## config.mk

```make
export PLATFORM = sky130hd
export DESIGN_NAME = uart_top
export DESIGN_NICKNAME = d
export VERILOG_FILES = /design/src/uart_pkg.sv /design/src/uart_fifo.sv /design/src/uart_regs.sv /design/src/uart_rx.sv /design/src/uart_top.sv /design/src/uart_tx.sv
export VERILOG_INCLUDE_DIRS = /design/src
export SDC_FILE = /design/constraint.sdc
export NUM_CORES = 1
export LEC_CHECK = 0
export ABC_CLOCK_PERIOD_IN_PS = 12100
export BUFFER_PORTS_ARGS = -buffer_cell sky130_fd_sc_hd__buf_4
export CORE_MARGIN = 2
export CORE_UTILIZATION = 35
export DETAILED_ROUTE_END_ITERATION = 7
export REMOVE_ABC_BUFFERS = 1
export SETUP_SLACK_MARGIN = 0.1
export SLEW_MARGIN = 0
export SYNTH_ARGS = -nofsm -noshare
export SYNTH_HDL_FRONTEND = slang
export SYNTH_SLANG_ARGS = --single-unit
```

## constraint.sdc

```tcl
create_clock -name clk -period 12.1 [get_ports clk]
set_input_delay 0.605 -clock clk [delete_from_list [all_inputs] [get_ports clk]]
set_output_delay 0.605 -clock clk [all_outputs]
set_load 0.01 [all_outputs]
```

## src/uart_cfg.svh

```systemverilog
`ifndef UART_CFG_SVH
`define UART_CFG_SVH

// register block location, one word per register
`define UART_BASE_ADDR          32'hC000_0200
`define UART_STACK_OFS          32'd0
`define UART_CTRL_OFS           32'd4
`define UART_CTRL_SET_OFS       32'd8
`define UART_CTRL_CLR_OFS       32'd12
`define UART_TX_STAT_OFS        32'd16
`define UART_TX_STAT_SET_OFS    32'd20
`define UART_TX_STAT_CLR_OFS    32'd24
`define UART_RX_STAT_OFS        32'd28
`define UART_RX_STAT_SET_OFS    32'd32
`define UART_RX_STAT_CLR_OFS    32'd36

// fifo geometry, 8 entries each
`define UART_TX_ADDR_WIDTH      3
`define UART_RX_ADDR_WIDTH      3
`define UART_DATA_WIDTH         8

`define UART_BAUD_RESET         24'd3333

`endif

```

## src/uart_pkg.sv

```systemverilog
package uart_pkg;

    typedef struct packed {
        logic [2:0]  data_bits;     // 0..3 selects 5..8 bits
        logic [1:0]  rsvd_28_27;
        logic        rsvd_26;
        logic        stop_two;
        logic        rsvd_24;
        logic [23:0] baud;          // system cycles per bit
    } uart_ctrl_t;

    typedef struct packed {
        logic [7:0] rsvd;
        logic [7:0] ie;             // interrupt enables, same order as flags
        logic [7:0] flags;
        logic [7:0] level;          // live fifo fill level
    } uart_stat_t;

    // one bus word, seen as control or status depending on the address
    typedef union packed {
        uart_ctrl_t ctrl;
        uart_stat_t stat;
    } uart_reg_word_u;

    // bit positions inside ie and flags
    localparam int flag_full  = 0;
    localparam int flag_empty = 1;
    localparam int flag_over  = 3;
    localparam int flag_under = 4;
    localparam int flag_frame = 7;

endpackage

```

## src/uart_fifo.sv

```systemverilog
`timescale 1ns/10ps
`include "uart_cfg.svh"

module uart_fifo #(
    parameter int addr_width = 3
) (
    input  logic                        clk,
    input  logic                        n_reset,
    input  logic                        push,
    input  logic [`UART_DATA_WIDTH-1:0] din,
    input  logic                        pop,
    output logic [`UART_DATA_WIDTH-1:0] dout,
    output logic [addr_width:0]         level,
    output logic                        full,
    output logic                        empty
);

    localparam int depth = 1 << addr_width;

    logic [`UART_DATA_WIDTH-1:0] mem [depth];
    logic [addr_width:0]         wr_ptr;     // extra msb tells full from empty
    logic [addr_width:0]         rd_ptr;
    logic                        do_push;
    logic                        do_pop;

    assign do_pop  = pop && !empty;
    assign do_push = push && (!full || do_pop);   // a pop frees the slot this cycle

    assign level = wr_ptr - rd_ptr;
    assign full  = level[addr_width];
    assign empty = (level == '0);
    assign dout  = mem[rd_ptr[addr_width-1:0]];

    always_ff @(posedge clk) begin
        if (do_push)
            mem[wr_ptr[addr_width-1:0]] <= din;
    end

    always_ff @(posedge clk or negedge n_reset) begin
        if (!n_reset) begin
            wr_ptr <= '0;
            rd_ptr <= '0;
        end else begin
            if (do_push)
                wr_ptr <= wr_ptr + 1'b1;
            if (do_pop)
                rd_ptr <= rd_ptr + 1'b1;
        end
    end

endmodule

```

## src/uart_regs.sv

```systemverilog
`timescale 1ns/10ps
`include "uart_cfg.svh"

module uart_regs (
    input  logic                          clk,
    input  logic                          n_reset,
    input  logic [31:0]                   haddr,
    input  logic                          hwrite,
    input  logic [1:0]                    htrans,
    input  logic [31:0]                   hwdata,
    output logic [31:0]                   hrdata,
    output uart_pkg::uart_ctrl_t          ctrl,
    output logic                          tx_push,
    output logic [`UART_DATA_WIDTH-1:0]   tx_din,
    input  logic [`UART_TX_ADDR_WIDTH:0]  tx_level,
    input  logic                          tx_full,
    input  logic                          tx_empty,
    output logic                          rx_pop,
    input  logic [`UART_DATA_WIDTH-1:0]   rx_dout,
    input  logic [`UART_RX_ADDR_WIDTH:0]  rx_level,
    input  logic                          rx_full,
    input  logic                          rx_empty,
    input  logic                          frame_err,
    input  logic                          over_err,
    output logic                          int_any
);

    import uart_pkg::*;

    localparam logic [1:0] op_none = 2'd0;
    localparam logic [1:0] op_reg  = 2'd1;
    localparam logic [1:0] op_set  = 2'd2;
    localparam logic [1:0] op_clr  = 2'd3;

    // writable bits of each status word
    localparam logic [7:0] tx_err_mask = 8'(1 << flag_over);
    localparam logic [7:0] tx_ie_mask  = tx_err_mask | 8'(1 << flag_empty) | 8'(1 << flag_full);
    localparam logic [7:0] rx_err_mask = 8'(1 << flag_frame) | 8'(1 << flag_under)
                                       | 8'(1 << flag_over);
    localparam logic [7:0] rx_ie_mask  = rx_err_mask | 8'(1 << flag_empty) | 8'(1 << flag_full);

    logic [31:0]    haddr_reg;
    logic           wr_pend;        // write data phase in progress
    logic [31:0]    wr_ofs;
    logic [31:0]    rd_ofs;
    logic           rd_act;
    uart_reg_word_u wr_word;
    uart_ctrl_t     ctrl_q;
    logic [1:0]     ctrl_op;
    logic [1:0]     tx_op;
    logic [1:0]     rx_op;
    logic [7:0]     tx_ie;
    logic [7:0]     tx_err;
    logic [7:0]     rx_ie;
    logic [7:0]     rx_err;
    logic [7:0]     tx_flags;
    logic [7:0]     rx_flags;
    logic [7:0]     tx_event;
    logic [7:0]     rx_event;
    uart_reg_word_u tx_stat_rd;
    uart_reg_word_u rx_stat_rd;

    function automatic uart_ctrl_t ctrl_write(input logic [1:0] op, input uart_ctrl_t cur,
                                              input uart_ctrl_t wr);
        uart_ctrl_t nxt;
        logic [2:0] bits;
        nxt  = cur;
        bits = cur.data_bits;
        case (op)
            op_reg: begin
                bits         = wr.data_bits;
                nxt.stop_two = wr.stop_two;
                nxt.baud     = wr.baud;
            end
            op_set: begin
                bits         = wr.data_bits | cur.data_bits;
                nxt.stop_two = wr.stop_two | cur.stop_two;
                nxt.baud     = wr.baud | cur.baud;
            end
            op_clr: begin
                bits         = ~wr.data_bits & cur.data_bits;
                nxt.stop_two = ~wr.stop_two & cur.stop_two;
                nxt.baud     = ~wr.baud & cur.baud;
            end
            default: ;
        endcase
        nxt.data_bits = (bits > 3'd3) ? 3'd3 : bits;   // 8 bits is the widest
        return nxt;
    endfunction

    function automatic logic [7:0] stat_write(input logic [1:0] op, input logic [7:0] cur,
                                              input logic [7:0] wr, input logic [7:0] mask);
        case (op)
            op_reg:  return wr & mask;
            op_set:  return cur | (wr & mask);
            op_clr:  return cur & ~wr;
            default: return cur;
        endcase
    endfunction

    assign wr_word = hwdata;
    assign wr_ofs  = haddr_reg - `UART_BASE_ADDR;
    assign rd_ofs  = haddr - `UART_BASE_ADDR;
    assign rd_act  = htrans[1] && !hwrite;

    assign tx_push = wr_pend && (wr_ofs == `UART_STACK_OFS);
    assign tx_din  = hwdata[`UART_DATA_WIDTH-1:0] & (8'hFF >> (2'd3 - ctrl_q.data_bits[1:0]));
    assign rx_pop  = rd_act && (rd_ofs == `UART_STACK_OFS);   // pops at the address phase
    assign ctrl    = ctrl_q;

    always_comb begin
        ctrl_op = op_none;
        tx_op   = op_none;
        rx_op   = op_none;
        if (wr_pend) begin
            case (wr_ofs)
                `UART_CTRL_OFS:         ctrl_op = op_reg;
                `UART_CTRL_SET_OFS:     ctrl_op = op_set;
                `UART_CTRL_CLR_OFS:     ctrl_op = op_clr;
                `UART_TX_STAT_OFS:      tx_op   = op_reg;
                `UART_TX_STAT_SET_OFS:  tx_op   = op_set;
                `UART_TX_STAT_CLR_OFS:  tx_op   = op_clr;
                `UART_RX_STAT_OFS:      rx_op   = op_reg;
                `UART_RX_STAT_SET_OFS:  rx_op   = op_set;
                `UART_RX_STAT_CLR_OFS:  rx_op   = op_clr;
                default: ;
            endcase
        end
    end

    // live flags merged over the sticky ones
    always_comb begin
        tx_flags                  = tx_err;
        tx_flags[flag_full]       = tx_full;
        tx_flags[flag_empty]      = tx_empty;
        rx_flags                  = rx_err;
        rx_flags[flag_full]       = rx_full;
        rx_flags[flag_empty]      = rx_empty;
        tx_event                  = '0;
        tx_event[flag_over]       = tx_push && tx_full;
        rx_event                  = '0;
        rx_event[flag_over]       = over_err;
        rx_event[flag_frame]      = frame_err;
        rx_event[flag_under]      = rx_pop && rx_empty;
        tx_stat_rd                = '0;
        tx_stat_rd.stat.ie        = tx_ie;
        tx_stat_rd.stat.flags     = tx_flags;
        tx_stat_rd.stat.level     = 8'(tx_level);
        rx_stat_rd                = '0;
        rx_stat_rd.stat.ie        = rx_ie;
        rx_stat_rd.stat.flags     = rx_flags;
        rx_stat_rd.stat.level     = 8'(rx_level);
    end

    assign int_any = |(tx_ie & tx_flags) || |(rx_ie & rx_flags);

    always_ff @(posedge clk or negedge n_reset) begin
        if (!n_reset) begin
            haddr_reg <= '0;
            wr_pend   <= 1'b0;
            ctrl_q    <= '{data_bits: 3'd3, baud: `UART_BAUD_RESET, default: '0};
            tx_ie     <= '0;
            tx_err    <= '0;
            rx_ie     <= '0;
            rx_err    <= '0;
            hrdata    <= '0;
        end else begin
            haddr_reg <= haddr;
            wr_pend   <= htrans[1] && hwrite;
            ctrl_q    <= ctrl_write(ctrl_op, ctrl_q, wr_word.ctrl);
            tx_ie     <= stat_write(tx_op, tx_ie, wr_word.stat.ie, tx_ie_mask);
            tx_err    <= stat_write(tx_op, tx_err, wr_word.stat.flags, tx_err_mask) | tx_event;
            rx_ie     <= stat_write(rx_op, rx_ie, wr_word.stat.ie, rx_ie_mask);
            rx_err    <= stat_write(rx_op, rx_err, wr_word.stat.flags, rx_err_mask) | rx_event;
            if (rd_act) begin
                case (rd_ofs)
                    `UART_STACK_OFS:
                        hrdata <= rx_empty ? '0 : 32'(rx_dout);
                    `UART_CTRL_OFS, `UART_CTRL_SET_OFS, `UART_CTRL_CLR_OFS:
                        hrdata <= ctrl_q;
                    `UART_TX_STAT_OFS, `UART_TX_STAT_SET_OFS, `UART_TX_STAT_CLR_OFS:
                        hrdata <= tx_stat_rd;
                    `UART_RX_STAT_OFS, `UART_RX_STAT_SET_OFS, `UART_RX_STAT_CLR_OFS:
                        hrdata <= rx_stat_rd;
                    default:
                        hrdata <= '0;
                endcase
            end
        end
    end

endmodule

```

## src/uart_rx.sv

```systemverilog
`timescale 1ns/10ps
`include "uart_cfg.svh"

module uart_rx (
    input  logic                        clk,
    input  logic                        n_reset,
    input  uart_pkg::uart_ctrl_t        ctrl,
    input  logic                        rx,
    input  logic                        fifo_full,
    output logic                        rx_push,
    output logic [`UART_DATA_WIDTH-1:0] rx_din,
    output logic                        frame_err,
    output logic                        over_err
);

    localparam logic [1:0] s_idle  = 2'd0;
    localparam logic [1:0] s_start = 2'd1;
    localparam logic [1:0] s_data  = 2'd2;
    localparam logic [1:0] s_stop  = 2'd3;

    logic                        rx_meta;
    logic                        rx_sync;
    logic [1:0]                  state;
    logic [23:0]                 baud_cnt;
    logic [2:0]                  bit_cnt;
    logic [2:0]                  last_bit;
    logic [`UART_DATA_WIDTH-1:0] shreg;
    logic                        bit_end;
    logic                        half_end;

    assign bit_end  = baud_cnt >= ctrl.baud - 24'd1;
    assign half_end = baud_cnt >= (ctrl.baud >> 1);
    assign last_bit = {1'b0, ctrl.data_bits[1:0]} + 3'd4;

    // two flop synchronizer, idles high
    always_ff @(posedge clk or negedge n_reset) begin
        if (!n_reset) begin
            rx_meta <= 1'b1;
            rx_sync <= 1'b1;
        end else begin
            rx_meta <= rx;
            rx_sync <= rx_meta;
        end
    end

    always_ff @(posedge clk or negedge n_reset) begin
        if (!n_reset) begin
            state     <= s_idle;
            baud_cnt  <= '0;
            bit_cnt   <= '0;
            shreg     <= '0;
            rx_din    <= '0;
            rx_push   <= 1'b0;
            frame_err <= 1'b0;
            over_err  <= 1'b0;
        end else begin
            rx_push   <= 1'b0;        // single cycle strobes
            frame_err <= 1'b0;
            over_err  <= 1'b0;
            baud_cnt  <= bit_end ? '0 : baud_cnt + 24'd1;
            case (state)
                s_idle: begin
                    baud_cnt <= '0;
                    if (!rx_sync)
                        state <= s_start;
                end
                s_start: begin
                    if (half_end) begin      // now at mid start bit
                        baud_cnt <= '0;
                        bit_cnt  <= '0;
                        state    <= rx_sync ? s_idle : s_data;   // glitch, not a start
                    end
                end
                s_data: begin
                    if (bit_end) begin
                        shreg <= {rx_sync, shreg[`UART_DATA_WIDTH-1:1]};
                        if (bit_cnt == last_bit)
                            state <= s_stop;
                        else
                            bit_cnt <= bit_cnt + 3'd1;
                    end
                end
                default: begin
                    if (bit_end) begin
                        rx_din <= shreg >> (2'd3 - ctrl.data_bits[1:0]);  // right align
                        if (!rx_sync)
                            frame_err <= 1'b1;
                        else if (fifo_full)
                            over_err <= 1'b1;
                        else
                            rx_push <= 1'b1;
                        state <= s_idle;
                    end
                end
            endcase
        end
    end

endmodule

```

## src/uart_top.sv

```systemverilog
`timescale 1ns/10ps
`include "uart_cfg.svh"

module uart_top (
    input  logic        clk,
    input  logic        n_reset,
    input  logic [31:0] haddr,
    input  logic        hwrite,
    input  logic [1:0]  htrans,
    input  logic [31:0] hwdata,
    output logic [31:0] hrdata,
    output logic        hready,
    output logic        hresp,
    output logic        tx,
    input  logic        rx,
    output logic        int_any
);

    import uart_pkg::*;

    uart_ctrl_t                   ctrl;
    logic                         tx_push;
    logic                         tx_pop;
    logic [`UART_DATA_WIDTH-1:0]  tx_din;
    logic [`UART_DATA_WIDTH-1:0]  tx_dout;
    logic [`UART_TX_ADDR_WIDTH:0] tx_level;
    logic                         tx_full;
    logic                         tx_empty;
    logic                         rx_push;
    logic                         rx_pop;
    logic [`UART_DATA_WIDTH-1:0]  rx_din;
    logic [`UART_DATA_WIDTH-1:0]  rx_dout;
    logic [`UART_RX_ADDR_WIDTH:0] rx_level;
    logic                         rx_full;
    logic                         rx_empty;
    logic                         frame_err;
    logic                         over_err;

    // zero wait state slave, never errors
    assign hready = 1'b1;
    assign hresp  = 1'b0;

    uart_regs regs (
        .clk(clk), .n_reset(n_reset),
        .haddr(haddr), .hwrite(hwrite), .htrans(htrans),
        .hwdata(hwdata), .hrdata(hrdata),
        .ctrl(ctrl),
        .tx_push(tx_push), .tx_din(tx_din),
        .tx_level(tx_level), .tx_full(tx_full), .tx_empty(tx_empty),
        .rx_pop(rx_pop), .rx_dout(rx_dout),
        .rx_level(rx_level), .rx_full(rx_full), .rx_empty(rx_empty),
        .frame_err(frame_err), .over_err(over_err),
        .int_any(int_any)
    );

    uart_fifo #(.addr_width(`UART_TX_ADDR_WIDTH)) tx_fifo (
        .clk(clk), .n_reset(n_reset),
        .push(tx_push), .din(tx_din),
        .pop(tx_pop), .dout(tx_dout),
        .level(tx_level), .full(tx_full), .empty(tx_empty)
    );

    uart_fifo #(.addr_width(`UART_RX_ADDR_WIDTH)) rx_fifo (
        .clk(clk), .n_reset(n_reset),
        .push(rx_push), .din(rx_din),
        .pop(rx_pop), .dout(rx_dout),
        .level(rx_level), .full(rx_full), .empty(rx_empty)
    );

    uart_tx transmitter (
        .clk(clk), .n_reset(n_reset),
        .ctrl(ctrl),
        .fifo_empty(tx_empty), .fifo_dout(tx_dout), .fifo_pop(tx_pop),
        .tx(tx)
    );

    uart_rx receiver (
        .clk(clk), .n_reset(n_reset),
        .ctrl(ctrl),
        .rx(rx), .fifo_full(rx_full),
        .rx_push(rx_push), .rx_din(rx_din),
        .frame_err(frame_err), .over_err(over_err)
    );

endmodule

```

## src/uart_tx.sv

```systemverilog
`timescale 1ns/10ps
`include "uart_cfg.svh"

module uart_tx (
    input  logic                        clk,
    input  logic                        n_reset,
    input  uart_pkg::uart_ctrl_t        ctrl,
    input  logic                        fifo_empty,
    input  logic [`UART_DATA_WIDTH-1:0] fifo_dout,
    output logic                        fifo_pop,
    output logic                        tx
);

    localparam logic [1:0] s_idle  = 2'd0;
    localparam logic [1:0] s_start = 2'd1;
    localparam logic [1:0] s_data  = 2'd2;
    localparam logic [1:0] s_stop  = 2'd3;

    logic [1:0]                  state;
    logic [23:0]                 baud_cnt;
    logic [2:0]                  bit_cnt;    // data bit index, then stop bit index
    logic [2:0]                  last_bit;
    logic [`UART_DATA_WIDTH-1:0] shreg;
    logic                        bit_end;

    assign fifo_pop = (state == s_idle) && !fifo_empty;
    assign bit_end  = baud_cnt >= ctrl.baud - 24'd1;
    assign last_bit = {1'b0, ctrl.data_bits[1:0]} + 3'd4;   // 5 bits -> index 4

    always_ff @(posedge clk or negedge n_reset) begin
        if (!n_reset) begin
            state    <= s_idle;
            baud_cnt <= '0;
            bit_cnt  <= '0;
            shreg    <= '0;
            tx       <= 1'b1;
        end else begin
            baud_cnt <= bit_end ? '0 : baud_cnt + 24'd1;
            case (state)
                s_idle: begin
                    baud_cnt <= '0;
                    if (fifo_pop) begin
                        shreg <= fifo_dout;
                        tx    <= 1'b0;          // start bit begins right away
                        state <= s_start;
                    end
                end
                s_start: begin
                    if (bit_end) begin
                        tx      <= shreg[0];
                        bit_cnt <= '0;
                        state   <= s_data;
                    end
                end
                s_data: begin
                    if (bit_end) begin
                        if (bit_cnt == last_bit) begin
                            tx      <= 1'b1;
                            bit_cnt <= '0;
                            state   <= s_stop;
                        end else begin
                            tx      <= shreg[1];   // lsb first
                            shreg   <= shreg >> 1;
                            bit_cnt <= bit_cnt + 3'd1;
                        end
                    end
                end
                default: begin
                    if (bit_end) begin
                        if (ctrl.stop_two && bit_cnt == 3'd0)
                            bit_cnt <= 3'd1;       // second stop bit
                        else
                            state <= s_idle;
                    end
                end
            endcase
        end
    end

endmodule
```

==> flow_summary.json <==
{
  "arrival_ns": 5.66,
  "root_buffer": "clkbuf_16",
  "grt_pass1_vias": 12712,
  "drv_slew": 0,
  "die_x_um": 230.1,
  "post_drt_via_cell_ratio": 5.320,
  "ant_nets": 0,
  "die_y_um": 230.1,
  "num_vias": 12753,
  "power_density_nw_per_um2": 129.4,
  "drt_wl_total_mm": 45.78,
  "start_kind": "register",
  "dp_hpwl_mm": 33.28,
  "track_usage_pct": 17.49,
  "h-tree-depth": 2,
  "postSynthAreaPerCell_sq_um": 11.28,
  "status": "complete, no violations",
  "firstDrtPassIters": 5,
  "cp.required_ns": 12.55,
  "crit_fanout": 9,
  "clk_pin_slew_ns": 0.06,
  "clock_latency_ns": 0.57,
  "hold_ws_ns": 0.02500,
  "slew_headroom_pct": 25.63,
  "syn_area_sq_um": 17890,
  "nets": 1857,
  "grt_start_max_net_pins": 79,
  "grt_setup_unrepaired": "false",
  "hold_violations": 0,
  "num_rows": 82,
  "ys_ff_latch": 349,
  "cts_tree": "done",
  "gp_congestion": 0.8544,
  "post-route-min-period_ns": 5.213,
  "grt_pass1_wl_mm": 72.35,
  "cts_num_sinks": 349,
  "pin_count": 106,
  "final_cell_mix": "211 x dfrtp_1, 151 x nand2_1, 143 x nor2_1",
  "drc": 0,
  "core_area_sq_um": 50270,
  "synth_edf_count": 128,
  "drive_gt1_share_pct": 15.73,
  "ys.flop_type": "dfrtp_1",
  "async_flop_share_pct": 63.32,
  "worst-r2r-cell-count": 16,
  "hold_class": "input pin to asynchronous set/reset pin",
  "yosysSeqAreaShare_pct": 52.46,
  "fin_worst_skew_ns": 0.01547,
  "ys_types": 81,
  "yosysWarnings": 0,
  "fin_setup_tns_ns": 0,
  "post_cts_resize_count": 0,
  "postCtsSetupRepairBufs": 0,
  "maxCapViolCount": 0,
  "cts_buffers": 39,
  "area_growth_syn_to_layout_pct": 15.54,
  "clk_path_buf_depth": 3,
  "max_clock_freq_mhz": 191.8,
  "p_leak_nw": 9.028,
  "drt_iter0_markers": 934,
  "worst-slew-pin-transition_ns": 1.110,
  "wl_per_cell_um": 19.10,
  "die_area_sq_um": 52950,
  "path_class": "register to register",
  "post-route-period-util_pct": 43.08,
  "cp-end-kind": "register",
  "start_util_pct": 35.59,
  "antenna_found_initial": 3,
  "final_common_cell": "dfrtp_1",
  "syn_inst": 1586,
  "setup_viol": 0,
  "ctsHoldBuffers": 0,
  "grt_overflow_total": 0,
  "port_buffers": 94,
  "irDropWorstVdd_mv": 0.1087
}
-- report_power, final --
part           internal, mW  switching, mW  total (mW)
combinational        0.0824          0.111       0.194
sequential             1.26         0.0378        1.30
clock                 0.690          0.495        1.18
total                  2.03          0.644        2.68
-- critical path: stages (launching register included) --
cell      delay (ns)
dfrtp_1         0.45
nor3_1          0.35
nand2_1         0.12
nor4_1          0.65
nand3_1         0.32
nor2_1          0.37
nand3_1         0.14
xnor2_1         0.24
ha_1            0.29
a21o_1          0.18
a21o_1          0.17
a21oi_1         0.26
o311ai_0        0.20
a211oi_1        0.52
or2_2           0.31
nor2_1          0.20
mux2_2          0.33
-- routing by layer --
layer  vias up  GRT usage [%]  wire length, um
met4         2          5.524             1036
met1      6287          24.40            21000
met5         -              0                8
met2       376          27.29            20620
met3        67          3.571             3110
li1       6021              -                -
-- cell type report --
type | count | area [sq um]
clock buffers | 53 | 1069
flip-flops and latches | 349 | 9387
diodes | 2 | 5.005
inverters | 75 | 281.5
fillers | 4774 | 29600
well taps | 672 | 840.8
repair buffers | 117 | 885.9
clock inverters | 19 | 207.7
multi-input cells | 1110 | 7999
-- kinds of logic (layout without fill, tap and decap cells) --
family	Yosys count	after routing	synth area share, %
simple gates	546	546	15.36
mux	78	78	6.811
flops	349	349	52.46
other cells	2	9	0.04197
fa+ha+maj	95	95	6.727
buf+inv	132	264	3.056
xor+xnor	91	91	4.454
compound gates	293	293	11.10
-- cell usage after synthesis (38+ instances only) --
cell      number  share of area (%)
xor2_1        38                1.9
edfxtp_1     128                 21
nand2_1      151                3.2
clkbuf_1      39               0.82
dfrtp_1      211                 30
nand3_1       47                1.3
inv_1         73                1.5
nor2_1       143                3.0
ha_1          93                6.5
o21ai_0       77                2.2
xnor2_1       53                2.6
-- worst paths after layout --
kind                                             from                             end  slack, ns
max                          regs.ctrl[4]$_DFFE_PN0N_  receiver.rx_din[5]$_DFFE_PN0P_       6.89
min                                           n_reset   rx_fifo.wr_ptr[0]$_DFFE_PN0P_       0.03
max reg2reg                  regs.ctrl[4]$_DFFE_PN0N_  receiver.rx_din[5]$_DFFE_PN0P_       6.89
min reg2reg                receiver.rx_meta$_DFF_PN1_      receiver.rx_sync$_DFF_PN1_       0.36
max in group asynchronous                     n_reset       regs.ctrl[17]$_DFFE_PN0N_      10.64
min in group clk                                   rx      receiver.rx_meta$_DFF_PN1_       0.15
-- metrics by stage --
step	worst slack [ns]	std cells	utilization [%]	cell area, sq um	power [mW]
final	6.887	2397	41.12	20670	2.675
after global routing	6.248	2396	41.12	20670	2.782
after CTS	6.913	2395	41.12	20670	2.703
after detailed placement	6.906	2323	38.58	19390	1.512
after global placement	7.015	2323	38.58	19390	1.504
after floorplan	8.037	1534	-	17650	1.423
Note: power is estimated with default switching activity, not from simulation.
